[src/fetch_realign_pkg.sv]
`default_nettype none

package fetch_realign_pkg;

    // widths that carry a meaning in the fetch path.
    typedef logic [31:0] addr_t;
    typedef logic [31:0] word_t;
    typedef logic [15:0] half_t;
    typedef logic [4:0]  reg_idx_t;

    // a parcel whose two low bits are set starts a 32-bit instruction.
    localparam logic [1:0] FULL_LOW_BITS = 2'b11;

    // base isa major opcodes produced by the expander.
    localparam logic [6:0] OPC_OP_IMM = 7'b0010011;
    localparam logic [6:0] OPC_LUI    = 7'b0110111;
    localparam logic [6:0] OPC_OP     = 7'b0110011;

    typedef enum logic [1:0] {
        EMPTY,
        HALF_HELD,
        COMPRESSED_HELD,
        MISALIGNED
    } queue_state_t;

    // aligned memory word with its own address.
    typedef struct packed {
        word_t data;
        addr_t pc;
    } fetch_word_t;

    // one whole instruction; a compressed parcel sits in the low half.
    typedef struct packed {
        word_t instr;
        addr_t pc;
        logic  compressed;
    } instr_pkt_t;

    typedef struct packed {
        word_t instr;
        addr_t pc;
        logic  unsupported;
    } out_instr_t;

endpackage

`default_nettype wire

[src/rvc_expander.sv]
`timescale 1ns/1ps
`default_nettype none

module rvc_expander (
    input  wire                                 clk_i,
    input  wire                                 rst_i,

    input  wire                                 stall_i,

    input  wire                                 pkt_valid_i,
    input  wire fetch_realign_pkg::instr_pkt_t  pkt_i,
    output logic                                pkt_take_o,

    output logic                                out_valid_o,
    output fetch_realign_pkg::out_instr_t       out_o
);

    fetch_realign_pkg::half_t      c;
    fetch_realign_pkg::reg_idx_t   rd;
    fetch_realign_pkg::reg_idx_t   rs2;
    logic [11:0]                   imm12;
    logic [19:0]                   imm20;
    fetch_realign_pkg::word_t      exp_instr;
    logic                          supported;
    fetch_realign_pkg::out_instr_t exp_d;

    assign c     = pkt_i.instr[15:0];
    assign rd    = c[11:7];
    assign rs2   = c[6:2];
    assign imm12 = {{6{c[12]}}, c[12], c[6:2]};
    assign imm20 = {{14{c[12]}}, c[12], c[6:2]};

    // only the register/immediate forms are expanded.
    always_comb begin
        exp_instr = '0;
        supported = 1'b0;
        case ({c[15:13], c[1:0]})
            5'b000_01: begin
                // c.addi, c.nop when rd is x0.
                exp_instr = {imm12, rd, 3'b000, rd, fetch_realign_pkg::OPC_OP_IMM};
                supported = 1'b1;
            end
            5'b010_01: begin
                exp_instr = {imm12, 5'd0, 3'b000, rd, fetch_realign_pkg::OPC_OP_IMM};
                supported = 1'b1;
            end
            5'b011_01: begin
                // rd of x2 is c.addi16sp.
                if (rd != 5'd2) begin
                    exp_instr = {imm20, rd, fetch_realign_pkg::OPC_LUI};
                    supported = 1'b1;
                end
            end
            5'b000_10: begin
                // shamt[5] is reserved on rv32.
                if (!c[12]) begin
                    exp_instr = {7'b0000000, rs2, rd, 3'b001, rd,
                                 fetch_realign_pkg::OPC_OP_IMM};
                    supported = 1'b1;
                end
            end
            5'b100_10: begin
                // rs2 of x0 is a jump or ebreak.
                if (rs2 != 5'd0) begin
                    if (c[12]) begin
                        exp_instr = {7'b0000000, rs2, rd, 3'b000, rd, fetch_realign_pkg::OPC_OP};
                    end else begin
                        exp_instr = {7'b0000000, rs2, 5'd0, 3'b000, rd, fetch_realign_pkg::OPC_OP};
                    end
                    supported = 1'b1;
                end
            end
            default: begin
                supported = 1'b0;
            end
        endcase
    end

    // an unsupported parcel leaves exp_instr at zero.
    always_comb begin
        exp_d    = '0;
        exp_d.pc = pkt_i.pc;
        if (!pkt_i.compressed) begin
            exp_d.instr = pkt_i.instr;
        end else begin
            exp_d.instr       = exp_instr;
            exp_d.unsupported = !supported;
        end
    end

    assign pkt_take_o = pkt_valid_i && !stall_i;

    always_ff @(posedge clk_i) begin
        if (!rst_i) begin
            out_valid_o <= 1'b0;
        end else if (!stall_i) begin
            out_valid_o <= pkt_valid_i;
        end
    end

    // output register holds under stall.
    always_ff @(posedge clk_i) begin
        if (pkt_take_o) begin
            out_o <= exp_d;
        end
    end

endmodule

`default_nettype wire

[config.mk]
export PLATFORM = sky130hd
export DESIGN_NAME = rvc_expander
export DESIGN_NICKNAME = d
export VERILOG_FILES = /design/src/fetch_realign_pkg.sv /design/src/rvc_expander.sv
export SDC_FILE = /design/constraint.sdc
export NUM_CORES = 1
export LEC_CHECK = 0
export ABC_AREA = 1
export CAP_MARGIN = 20
export CORE_UTILIZATION = 50
export CTS_CLUSTER_DIAMETER = 120
export DETAILED_ROUTE_END_ITERATION = 6
export DONT_BUFFER_PORTS = 1
export PLACE_DENSITY_LB_ADDON = 0.25
export SYNTH_ARGS = -nofsm -noshare
export SYNTH_HDL_FRONTEND = slang
export SYNTH_SLANG_ARGS = --single-unit
[constraint.sdc]
create_clock -name clk_i -period 8.5 [get_ports clk_i]
set_input_delay 1.7 -clock clk_i [delete_from_list [all_inputs] [get_ports clk_i]]
set_output_delay 1.7 -clock clk_i [all_outputs]
set_load 0.03 [all_outputs]
Word-level counts from Yosys, hierarchy flattened --
Cells that the tools add are included.
Operators by class: add/subtract/negate cells 0, multiply operators 0, divide/modulo/power cells 0, $lt $le $gt $ge 0, equality and inequality tests 6, shifts and indexed selects 0, muxes and demuxes 10, bitwise logic cells 0, reductions and logical operators 5
Operator list (number):
- $pmux W32 S5 | 1
- $mux W32 | 2
- $mux W25 | 2
- $mux W20 | 1
- $eq A5 B4 Y1 const B | 2
- $eq A5 B1 Y1 const B | 1
- $eq A5 B2 Y1 const B | 1
- $eq A5 B5 Y1 const B | 1
- $ne A5 B2 Y1 const B | 1
- $reduce_bool A5 Y1 | 1
- $pmux W1 S4 | 1
- $mux W1 | 3
- $logic_not A1 Y1 | 2
- $reduce_or A2 Y1 | 1
- $logic_and A1 B1 Y1 | 1
Storage, ports and cells: flip-flop bits (word level) 66, bits in latches 0, RAM bits 0, bits in read-only memories 0, input bits 69, output and inout bits 67, word-level logic and storage cells 25, memories 0

Longest topological paths before layout --
depth after elaboration 4, gate-level depth with buffers 10, gate-level depth less buffers 10

Least setup slack after synthesis --
OpenSTA, ideal clock, no wires.
path kind input-to-output, start point in pkt_valid_i, end point out pkt_take_o, data arrival time 4.863 ns, required time 6.800 ns, setup slack 1.937 ns, stages on the path 2, buffers on the path 0, path through inv_1 nor2_1
Between the ends: longest elaborated chain between the ends 1
Ends and longest elaborated chain:
- start: declaration | RTL line rvc_expander.sv:10 | input wire pkt_valid_i,
- $logic_and A1 B1 Y1 | RTL line rvc_expander.sv:91 | assign pkt_take_o = pkt_valid_i && !stall_i;
- end: declaration | RTL line rvc_expander.sv:12 | output logic pkt_take_o,
No other way between the ends.

Worst setup path after layout --
Ends and elaborated chain as after synthesis.

==> flow_summary_export.csv <==
group,metric,value,unit
drt,post-route-drc-count,0,
cells_and_area,area_growth,8.694,%
placement,dpl.cell_count,319,
global_routing,groute.usage.overall,19.46,%
yosys,synth_xor_area_share,0,%
floorplanning,io_pins,136,
yosys,yosys.area.top_type,"edfxtp_1",
global_routing,grt_pass1_wl,8487,µm
floorplanning,initial_core_util,52.01,%
clock_network,cts_max_path_buffers,2,
drt,drt_iter0_drc,73,
sta,period_minus_slack,4.200,ns
yosys,synth_fa_ha_area_share,0,%
setup_path,cp-end-kind,"output pin",
sta,finalHoldWorstSlack,0.6667,ns
sta,fin_tns_setup,0,ns
yosys,ys_seq_elements,66,
sta,rsz0062_at_grt,"false",
setup_path,start_kind,"input pin",
placement,hpwl,4225,µm
sta,fmax,238.1,MHz
clock_network,clk_latency,0.33,ns
setup_path,crit_required,6.80,ns
cells_and_area,nFillCells,463,
placement,dpl_cell_area,2933,µm²
clock_network,htreeDepth,3,
setup_path,crit_fanout,67,
run_status,status,"completed",
yosys,synth_compound_area_share,1.660,%
power_and_ir_drop,power_density,224.5,nW/µm²
power_and_ir_drop,leakage,1.278,nW
floorplanning,dieArea,6035,µm²
sta,tightest_slew,0.8694,ns
clock_network,ctsResizeCount,0,
clock_network,cts_inserted_buffers,9,
drt,drtPass1Iterations,4,
clock_network,cts.sinks,66,
yosys,synth_edf_count,65,
drt,dr_total_vias,1714,
clock_network,holdBufCountCts,0,
cells_and_area,nNetsFinal,327,
floorplanning,row_count,27,
floorplanning,core-area,5507,µm²
sta,slew_headroom,42.04,%
drt,vias_per_cell,5.116,
clock_network,cts_setup_buffers,0,
sta,hold_viol_final,0,
yosys,seq_area_frac_synth,68.85,%
yosys,yosysMostFrequentCell,"nand2_1",
yosys,async_flop_share,0,%
yosys,synthSimpleGateAreaFrac,23.81,%
setup_path,cp.arrival,2.50,ns
setup_path,worst-setup-path-type,"in -> out",
sta,worst_slack,4.300,ns
drt,postRouteWirelength,5693,µm
placement,dp_slack,4.282,ns
drt,wl_per_cell,16.99,µm
global_routing,antenna_found_initial,0,
clock_network,clkTransAtPathRegs,0.07,ns
floorplanning,die_w,77.69,µm
yosys,synth_top_family_by_area,"simple AND/OR/NAND/NOR gates",
power_and_ir_drop,vdd_drop_max,0.0001082,V
cells_and_area,insertedDiodeCount,0,
yosys,synth_common_cells,"nand2_1 (84), edfxtp_1 (65), inv_1 (29), nor2_1 (16), nand4_1 (11)",
drt,postRouteAntennaNets,0,
clock_network,cts_tree,"yes",
yosys,ys_types,22,
power_and_ir_drop,power,0.6989,mW
sta,finalClockSkew,0,ns
sta,period_share,49.41,%
worst_hold_path,hold_class,"reg -> reg",
yosys,yosys_warnings,0,
cells_and_area,stdcell_count,335,
yosys,synth_ff_type,"edfxtp_1",
cells_and_area,final_area,3113,µm²
global_routing,first_global_vias,1596,
placement,port_buffers,0,
yosys,syn-num-nets,321,
clock_network,root_buffer,"clkbuf_8",
cells_and_area,post-route-util,56.53,%
yosys,synthesis.instances,252,
yosys,synth_top_area_share,68.15,%
yosys,avgSynthCellArea,11.37,µm²
sta,finalSetupViolations,0,
placement,place_congestion,0.8220,
yosys,synthTopCellsByArea,"edfxtp_1 (68%), nand2_1 (11%), inv_1 (3.8%), nand4_1 (2.4%), nor2_1 (2.1%)",
floorplanning,dieHeight,77.69,µm
cells_and_area,drive_above_1_share,14.83,%
global_routing,gr-total-overflow,0,
yosys,muxShareOfSynthArea,0,%
global_routing,grt_max_degree,68,
yosys,netlist_area,2864,µm²
sta,slew_violations,0,
run,drv_cap,0,
## worst max-delay path, cell delays in order
cell,delay (ns)
inv_1,0.04
nor2_4,0.06
buf_4,0.69
## per-layer routing
| layer | wire length, µm | global-route usage [%] |
|---|---|---|
| met3 | 554 | 9.412 |
| met4 | 40 | 7.358 |
| met2 | 2896 | 31.77 |
| met1 | 2200 | 21.95 |
| met5 | 0 | 0 |
## cell families (layout without fill, tap and decap cells)
| family | after synthesis | in the layout |
|---|---|---|
| AND/OR/NAND/NOR | 138 | 138 |
| flip-flops | 66 | 66 |
| buffers and inverters | 39 | 50 |
| AO/OA/AOI/OAI | 9 | 9 |
## final cells by class
cell class                      count  area, µm²  share of cell area [%]
Timing Repair Buffer                1      7.507                  0.2412
Multi-Input combinational cell    147      737.0                   23.67
Tap cell                           72      90.09                   2.894
Clock buffer                       10      137.6                   4.421
Sequential cell                    66       1972                   63.34
Clock inverter                      6      42.54                   1.367
Inverter                           33      126.4                   4.059
## cell usage in the layout (no fill, tap or decap), types with 3 or more instances in the layout
cell / count
inv_2: 3
nor2_4: 6
nand3_1: 10
nand2_4: 3
clkbuf_8: 10
inv_1: 29
o21ai_0: 5
nand4_1: 11
nand2_2: 3
nor2_1: 15
edfxtp_1: 65
nand2_1: 84
nand3_4: 3
## power breakdown
part           leakage (nW)  total (mW)  switching, mW  internal (mW)
Sequential            0.599       0.437         0.0520          0.385
Combinational         0.591      0.0322         0.0229        0.00935
Clock                0.0882       0.229          0.116          0.113
Total                  1.28       0.699          0.191          0.508
## sequential cells by signal, summed over array words and instances (netlist names)
register     count
out_o           65
out_valid_o      1
## final timing paths
path | cells past startpoint | to | startpoint | slack, ns
worst min-delay path | 2 | out_valid_o$_SDFFE_PN0N_ | out_valid_o$_SDFFE_PN0N_ | 0.67
worst min register to register | 2 | out_valid_o$_SDFFE_PN0N_ | out_valid_o$_SDFFE_PN0N_ | 0.67
worst max-delay path | 3 | pkt_take_o | pkt_valid_i | 4.30
worst max register to register | 2 | out_valid_o$_SDFFE_PN0N_ | out_valid_o$_SDFFE_PN0N_ | 7.69
Power figures use the tool's default switching activity.
