### config.mk
export PLATFORM = sky130hd
export DESIGN_NAME = realign_queue
export DESIGN_NICKNAME = d
export VERILOG_FILES = /design/src/fetch_realign_pkg.sv /design/src/realign_queue.sv
export SDC_FILE = /design/constraint.sdc
export NUM_CORES = 1
export LEC_CHECK = 0
export ABC_AREA = 1
export BUFFER_PORTS_ARGS = -buffer_cell sky130_fd_sc_hd__buf_2
export CORE_UTILIZATION = 54
export DETAILED_ROUTE_END_ITERATION = 7
export PLACE_DENSITY = 0.95
export SLEW_MARGIN = 20
export SYNTH_ARGS = -nofsm -noshare
export SYNTH_HDL_FRONTEND = slang
export SYNTH_SLANG_ARGS = --single-unit
### constraint.sdc
create_clock -name clk_i -period 8.03 [get_ports clk_i]
set_input_delay 1.606 -clock clk_i [delete_from_list [all_inputs] [get_ports clk_i]]
set_output_delay 1.606 -clock clk_i [all_outputs]
set_load 0.005 [all_outputs]
### src/fetch_realign_pkg.sv
`default_nettype none

package fetch_realign_pkg;

    // widths that carry a meaning in the fetch path.
    typedef logic [31:0] addr_t;
    typedef logic [31:0] word_t;
    typedef logic [15:0] half_t;
    typedef logic [4:0]  reg_idx_t;

    // a parcel whose two low bits are set starts a 32-bit instruction.
    localparam logic [1:0] FULL_LOW_BITS = 2'b11;

    // base isa major opcodes produced by the expander.
    localparam logic [6:0] OPC_OP_IMM = 7'b0010011;
    localparam logic [6:0] OPC_LUI    = 7'b0110111;
    localparam logic [6:0] OPC_OP     = 7'b0110011;

    typedef enum logic [1:0] {
        EMPTY,
        HALF_HELD,
        COMPRESSED_HELD,
        MISALIGNED
    } queue_state_t;

    // aligned memory word with its own address.
    typedef struct packed {
        word_t data;
        addr_t pc;
    } fetch_word_t;

    // one whole instruction; a compressed parcel sits in the low half.
    typedef struct packed {
        word_t instr;
        addr_t pc;
        logic  compressed;
    } instr_pkt_t;

    typedef struct packed {
        word_t instr;
        addr_t pc;
        logic  unsupported;
    } out_instr_t;

endpackage

`default_nettype wire

### src/realign_queue.sv
`timescale 1ns/1ps
`default_nettype none

module realign_queue (
    input  wire                                 clk_i,
    input  wire                                 rst_i,

    input  wire                                 redirect_i,
    input  wire fetch_realign_pkg::addr_t       redirect_pc_i,

    input  wire                                 word_valid_i,
    input  wire fetch_realign_pkg::fetch_word_t word_i,
    output logic                                word_take_o,

    input  wire                                 pkt_take_i,
    output logic                                pkt_valid_o,
    output fetch_realign_pkg::instr_pkt_t       pkt_o
);

    fetch_realign_pkg::queue_state_t state_q;
    fetch_realign_pkg::queue_state_t state_d;
    fetch_realign_pkg::queue_state_t hi_state;
    fetch_realign_pkg::half_t        held_q;
    fetch_realign_pkg::half_t        held_d;
    fetch_realign_pkg::addr_t        held_pc_q;
    fetch_realign_pkg::addr_t        held_pc_d;
    fetch_realign_pkg::half_t        word_lo;
    fetch_realign_pkg::half_t        word_hi;
    logic                            lo_full;
    logic                            hold_hi;

    assign word_lo = word_i.data[15:0];
    assign word_hi = word_i.data[31:16];
    assign lo_full = (word_lo[1:0] == fetch_realign_pkg::FULL_LOW_BITS);

    // where the queue goes once the high parcel is kept.
    assign hi_state = (word_hi[1:0] == fetch_realign_pkg::FULL_LOW_BITS) ?
                      fetch_realign_pkg::HALF_HELD : fetch_realign_pkg::COMPRESSED_HELD;

    always_comb begin
        state_d     = state_q;
        held_d      = held_q;
        held_pc_d   = held_pc_q;
        hold_hi     = 1'b0;
        pkt_valid_o = 1'b0;
        pkt_o       = '0;
        word_take_o = 1'b0;

        if (redirect_i) begin
            // old path is dropped, target alignment picks the start state.
            state_d = redirect_pc_i[1] ? fetch_realign_pkg::MISALIGNED : fetch_realign_pkg::EMPTY;
        end else begin
            case (state_q)
                fetch_realign_pkg::EMPTY: begin
                    if (word_valid_i) begin
                        pkt_valid_o = 1'b1;
                        pkt_o.pc    = word_i.pc;
                        if (lo_full) begin
                            pkt_o.instr = word_i.data;
                            word_take_o = pkt_take_i;
                        end else begin
                            pkt_o.instr      = {16'h0000, word_lo};
                            pkt_o.compressed = 1'b1;
                            hold_hi          = pkt_take_i;
                        end
                    end
                end
                fetch_realign_pkg::HALF_HELD: begin
                    if (word_valid_i) begin
                        pkt_valid_o = 1'b1;
                        pkt_o.instr = {word_lo, held_q};
                        pkt_o.pc    = held_pc_q;
                        hold_hi     = pkt_take_i;
                    end
                end
                fetch_realign_pkg::COMPRESSED_HELD: begin
                    // drains without touching the producer.
                    pkt_valid_o      = 1'b1;
                    pkt_o.instr      = {16'h0000, held_q};
                    pkt_o.pc         = held_pc_q;
                    pkt_o.compressed = 1'b1;
                    if (pkt_take_i) begin
                        state_d = fetch_realign_pkg::EMPTY;
                    end
                end
                fetch_realign_pkg::MISALIGNED: begin
                    if (word_valid_i) begin
                        if (hi_state == fetch_realign_pkg::HALF_HELD) begin
                            hold_hi = 1'b1;
                        end else begin
                            pkt_valid_o      = 1'b1;
                            pkt_o.instr      = {16'h0000, word_hi};
                            pkt_o.pc         = word_i.pc + 32'd2;
                            pkt_o.compressed = 1'b1;
                            word_take_o      = pkt_take_i;
                            if (pkt_take_i) begin
                                state_d = fetch_realign_pkg::EMPTY;
                            end
                        end
                    end
                end
                default: begin
                    state_d = fetch_realign_pkg::EMPTY;
                end
            endcase

            // the word is consumed and its high parcel kept.
            if (hold_hi) begin
                word_take_o = 1'b1;
                held_d      = word_hi;
                held_pc_d   = word_i.pc + 32'd2;
                state_d     = hi_state;
            end
        end
    end

    always_ff @(posedge clk_i) begin
        if (!rst_i) begin
            state_q <= fetch_realign_pkg::EMPTY;
        end else begin
            state_q <= state_d;
        end
    end

    always_ff @(posedge clk_i) begin
        held_q    <= held_d;
        held_pc_q <= held_pc_d;
    end

endmodule

`default_nettype wire

Word-level counts from Yosys, hierarchy flattened
Cells that the tools add are included.
- memories kept: 0
- bits of input ports: 101
- bits in read-only memories: 0
- RAM bits: 0
- latch bits: 0
- output and inout bits: 67
- logic and storage cells: 54
- register bits after elaboration: 50
- divide/modulo/power cells: 0
- magnitude comparators: 0
- equal/unequal tests: 8
- bitwise logic cells: 1
- reduce and logical (&&, ||, !) cells: 5
- muxes and demuxes: 36
- $add $sub $neg: 1
- multiply operators: 0
- shifts and indexed selects: 0
- operators by type and width (operator ; number):
    64-bit one-hot mux with 4 select lines ; 1
    65-bit 2-to-1 mux ; 2
    49-bit 2-to-1 mux ; 2
    64-bit 2-to-1 mux ; 1
    32-bit by 2-bit adder with 32-bit output, second input constant ; 1
    32-bit 2-to-1 mux ; 1
    1-bit 2-to-1 mux ; 17
    2-bit 2-to-1 mux ; 7
    1-bit one-hot mux with 3 select lines ; 3
    2-bit == test, second input constant ; 4
    4-bit != test, second input constant ; 2
    2-bit by 1-bit == test with 1-bit output, second input constant ; 2
    2-bit one-hot mux with 2 select lines ; 1
    4-bit nonzero test ; 1
    3-bit AND reduction ; 1
    2-bit logical NOT ; 1
    1-bit one-hot mux with 2 select lines ; 1
    2-bit AND reduction ; 1
    2-bit OR reduction ; 1
    1-bit inverter ; 1

Logic depth before layout (Yosys ltp)
- depth after elaboration: 9
- gate-level depth with buffers: 10
- mapped depth without buffers: 10

Worst setup path after synthesis
OpenSTA, ideal clock, no wires.
- kind: in2reg
- from: in word_valid_i
- to: reg held_pc_q[0] (enable)
- buffers on the path: 1
- stages: 5
- data required time: 7.576 ns
- library setup time: 0.454 ns
- setup slack: 3.380 ns
- arrival time: 4.196 ns
- path through: buf_2 > inv_1 > nor2_1 > nand3_1 > nor2_1
- word-level cells in the longest chain between the ends: 4
- elaborated cells on any way between the ends: 6
- classes of those cells: 5 x mux; 1 x reduce/logical
- ends and longest elaborated chain (item ; RTL line ; text):
    start: declaration ; realign_queue.sv:11 ; input wire word_valid_i,
    1-bit 2-to-1 mux (on tied branches) ; realign_queue.sv:87, realign_queue.sv:55, realign_queue.sv:69 ;
    1-bit one-hot mux with 3 select lines * ; realign_queue.sv:53 ; case (state_q)
    1-bit 2-to-1 mux * ; realign_queue.sv:49 ; if (redirect_i) begin
    2-bit AND reduction (no source line) * ; - ;
    end signal: assignment ; realign_queue.sv:127 ; held_pc_q <= held_pc_d;
    end: declaration ; realign_queue.sv:25 ; fetch_realign_pkg::addr_t held_pc_q;
Every way passes the cells marked *; elsewhere a longest branch is shown, timed or not. The select of a mux whose other input is x is not followed.
A chain may end at the register's enable or synchronous reset.

==> impl_summary.log <==
INFO  metric crit_start = word_valid_i
INFO  metric grt_pass1_vias = 4,836
INFO  metric post-synth-top-area-cell = sky130_fd_sc_hd__edfxtp_1
INFO  metric maxCapViolCount = 0
INFO  metric final_setup_fails = 0
INFO  metric final_wirelength = 13,500 um
INFO  metric postSynthNetCount = 774
INFO  metric detailroute.via_count = between 5,000 and 6,000
INFO  metric tritoncts_clock_tree = yes
INFO  metric switchingPower = 0.266 mW
INFO  metric clockBufferDepth = 2
INFO  metric synth_ff_type = sky130_fd_sc_hd__edfxtp_1
INFO  metric initial_core_util = 0.564
INFO  metric grt_max_degree = 93
INFO  metric grt_antenna_before_repair = 0
INFO  metric setup_tns = 0 ns
INFO  metric area_of_the_multi_input_gates = 2480 um^2
INFO  metric synth-adder-area-share = 0.0199
INFO  metric place.gp.congestion = approximately 0.92
INFO  metric cts-root-buf = sky130_fd_sc_hd__clkbuf_8
INFO  metric syn_avg_cell_area = 6.61 um^2
INFO  metric synth_enable_flop_cells = between 40 and 50
INFO  metric n_fill_cell = 687
INFO  metric hpwlAfterDp = ~9700 um
INFO  metric final_cells = roughly 900
INFO  metric status = finished, final reports clean
INFO  metric crit_arrival = roughly 3.8 ns
INFO  metric worstMarginPinSlew = 0.846 ns
INFO  metric hp-class = reg -> reg
INFO  metric globalRouteMet3Util = 0.0460
INFO  metric power.ir.vdd_worst = ~0.063 mV
INFO  metric setup.worst_path.class = in -> out
INFO  metric grt_pass1_wl = approximately 22,000 um
INFO  metric synthTopCellsByArea = sky130_fd_sc_hd__edfxtp_1 33%, sky130_fd_sc_hd__nand2_1 15%, sky130_fd_sc_hd__a21oi_1 10%, sky130_fd_sc_hd__inv_1 6.6%, sky130_fd_sc_hd__nand3_1 6.5%
INFO  metric sw_frac_of_total = 0.369
INFO  metric gr-max-usage-layer = met2
INFO  metric globalRouteTotalUtil = 0.320
INFO  metric yosysSeqAreaShare = 0.336
INFO  metric dieWidth = around 90 um
INFO  metric synth_mux_area_frac = 0
INFO  metric critical_path_required = around 6.4 ns
INFO  metric critPathMaxFanout = 43
INFO  metric layout_skew = approximately 0.012 ns
INFO  metric timing.max_slew.rel_slack = 0.436
INFO  metric fp-row-count = 32
INFO  metric combinationalPowerShare = 0.351
INFO  metric synth_simple_gate_area_frac = 0.314
INFO  metric syn_inst = 666
INFO  metric place_worst_setup_slack = 2.70 ns
INFO  metric internal_power = 0.455 mW
INFO  metric wire_per_inst = ~15 um
INFO  metric post_synth_num_cell_types = 33
INFO  metric htreeDepth = 2
INFO  metric die_height = approximately 90 um
INFO  metric critical_path.endpoint_type = output port
INFO  metric final_hold_viol_count = 0
INFO  metric ios = between 150 and 200
INFO  metric finalCriticalPeriod = roughly 5.4 ns
INFO  metric grtUsageMet2 = 0.575
INFO  metric io_buffers = roughly 140
INFO  metric grt_overflow = 0
INFO  metric dominant_combinational_cell_family_by_area_after_synthesis = simple AND/OR/NAND/NOR gates
INFO  metric p_per_area = between 100 and 150 nW/um^2
INFO  metric worstHoldStart = state_q[1]
INFO  metric fmax = 0.186 GHz
INFO  metric cts_made_buffers = 5
INFO  metric synth_xor_area_frac = 0.0233
INFO  metric synth_top_cells_by_count = 181 x sky130_fd_sc_hd__nand2_1, 90 x sky130_fd_sc_hd__a21oi_1, 78 x sky130_fd_sc_hd__inv_1
INFO  metric yosys_register_bits = 50
INFO  metric dp_cells = about 870
INFO  metric drt-pass1-iter-count = 6
INFO  metric ff_latch_area = around 1500 um^2
INFO  metric cts_hold_repair.buffers = 0
INFO  metric synth.most_common_cell = sky130_fd_sc_hd__nand2_1
INFO  metric cts_post_setup_buffers_inserted = 0
INFO  metric fin_nets = just under 900
INFO  metric synthesis.yosys.warnings = 0
INFO  metric antenna-diode-count = 0
INFO  metric post-layout-total-power = just over 0.7 mW
INFO  metric design.die.area = 8520 um^2
INFO  metric share_of_the_synthesized_area_in_the_top_cell_type = 0.327
INFO  metric synth_compound_gate_area_share = 0.204
INFO  metric rsz0062_at_grt = no
INFO  metric avgViaCountPerCell = approximately 5.8
INFO  metric cts.clk_slew.worst_paths = about 0.09 ns
INFO  metric p_seq_frac = 0.420
INFO  metric post_route_ant_nets = 0
INFO  metric drt_first_iter_violations = 442
INFO  metric tritoncts_num_sinks = 50
INFO  metric syn_to_final_growth = 17.9%
INFO  metric final_layout_size_suffix_gt1_frac = 0.214
INFO  metric drc = 0
INFO  metric postLayoutSetupSlackWorst = roughly 2.7 ns
INFO  metric start_kind = input pin
INFO  metric postCtsResizedCells = 0
INFO  metric power.leakage = roughly 2.5 nW
INFO  metric worst_r2r_startpoint = state_q[1]
INFO  metric power.clock.fraction = 0.229
INFO  metric slew_violations = 0
INFO  metric async_flop_share = 0
INFO  metric period_share = 0.669
INFO  metric syn_area = 4410 um^2
INFO  metric worst_skew_pair.late_latency = about 0.32 ns
INFO  metric grt.met1_usage = 0.387
INFO  metric placeableCoreArea = 7810 um^2
[critical path, cell delays in order]
cell	delay (ns)
sky130_fd_sc_hd__buf_2	0.44
sky130_fd_sc_hd__nand2_1	0.12
sky130_fd_sc_hd__inv_1	0.10
sky130_fd_sc_hd__nand2_1	0.18
sky130_fd_sc_hd__inv_2	0.65
sky130_fd_sc_hd__nand3_1	0.17
sky130_fd_sc_hd__a21oi_1	0.30
sky130_fd_sc_hd__buf_2	0.18
[logic make-up (layout without fill, tap and decap cells)]
family,Yosys count,count (layout)
adders and majority gates,7,7
AOI/OAI and AO/OA,163,163
buffers and inverters,114,227
and+or+nand+nor,322,322
DFF,50,50
xor gates and xnor gates,10,10
[power by group through the flow]
stage / clock, mW / combinational [mW] / sequential (mW)
after floorplan: 0 / 0.157 / 0.309
after global placement: 0 / 0.241 / 0.309
after detailed placement: 0 / 0.249 / 0.309
after CTS: 0.166 / 0.250 / 0.303
after global routing: 0.174 / 0.283 / 0.304
final: 0.165 / 0.253 / 0.303
[layout by cell type, fill, tap and decap left out, drive strengths merged]
cell | Yosys | routed
nor3 | 2 | 2
a21oi | 90 | 90
buf | 19 | 140
o21ai | 49 | 49
nand3 | 57 | 57
xor2 | 9 | 9
o211ai | 2 | 2
clkinv | 0 | 1
nor2 | 58 | 58
clkbuf | 16 | 5
ha | 7 | 7
a211oi | 3 | 3
nand2 | 186 | 186
inv | 79 | 81
nand4 | 3 | 3
dfxtp | 2 | 2
a211o | 1 | 1
o311ai | 1 | 1
and2 | 16 | 16
o2111ai | 1 | 1
xnor2 | 1 | 1
a22o | 14 | 14
a32oi | 1 | 1
a31o | 1 | 1
edfxtp | 48 | 48
[through the flow]
stage	area (um^2)	hold WS (ns)	utilization
finish	5190	0.731	0.665
global route	5190	0.808	0.665
CTS	5190	0.729	0.665
detailed placement	5100	0.714	0.653
global placement	5100	0.688	0.653
floorplan	4410	0.647	-
[path summary, 6_finish.rpt]
check | end | slack, ns | cells after the start
worst min register to register | state_q[1] | 0.73 | 4
worst max-delay path | pkt_o[21] | 2.66 | 8
worst max register to register | held_q[1] | 5.75 | 8
worst min-delay path | state_q[1] | 0.73 | 4
[layer usage]
metal  share of wire  wire length [um]
met5               0                 0
met4           0.026               348
met3            0.11              1450
met2            0.49              6640
met1            0.38              5090
[area by class of cell]
class / count / share of cell area
Timing Repair Buffer: 140 / 0.137
Inverter: 79 / 0.0571
Clock buffer: 5 / 0.0132
Multi-Input combinational cell: 502 / 0.478
Clock inverter: 3 / 0.00554
Tap cell: 102 / 0.0246
Sequential cell: 50 / 0.285
[flip-flops by register name (all words and copies together), names as in the netlist]
name and flops:
held_pc_q 32, held_q 16, state_q 2
(Power assumes the default switching activity.)
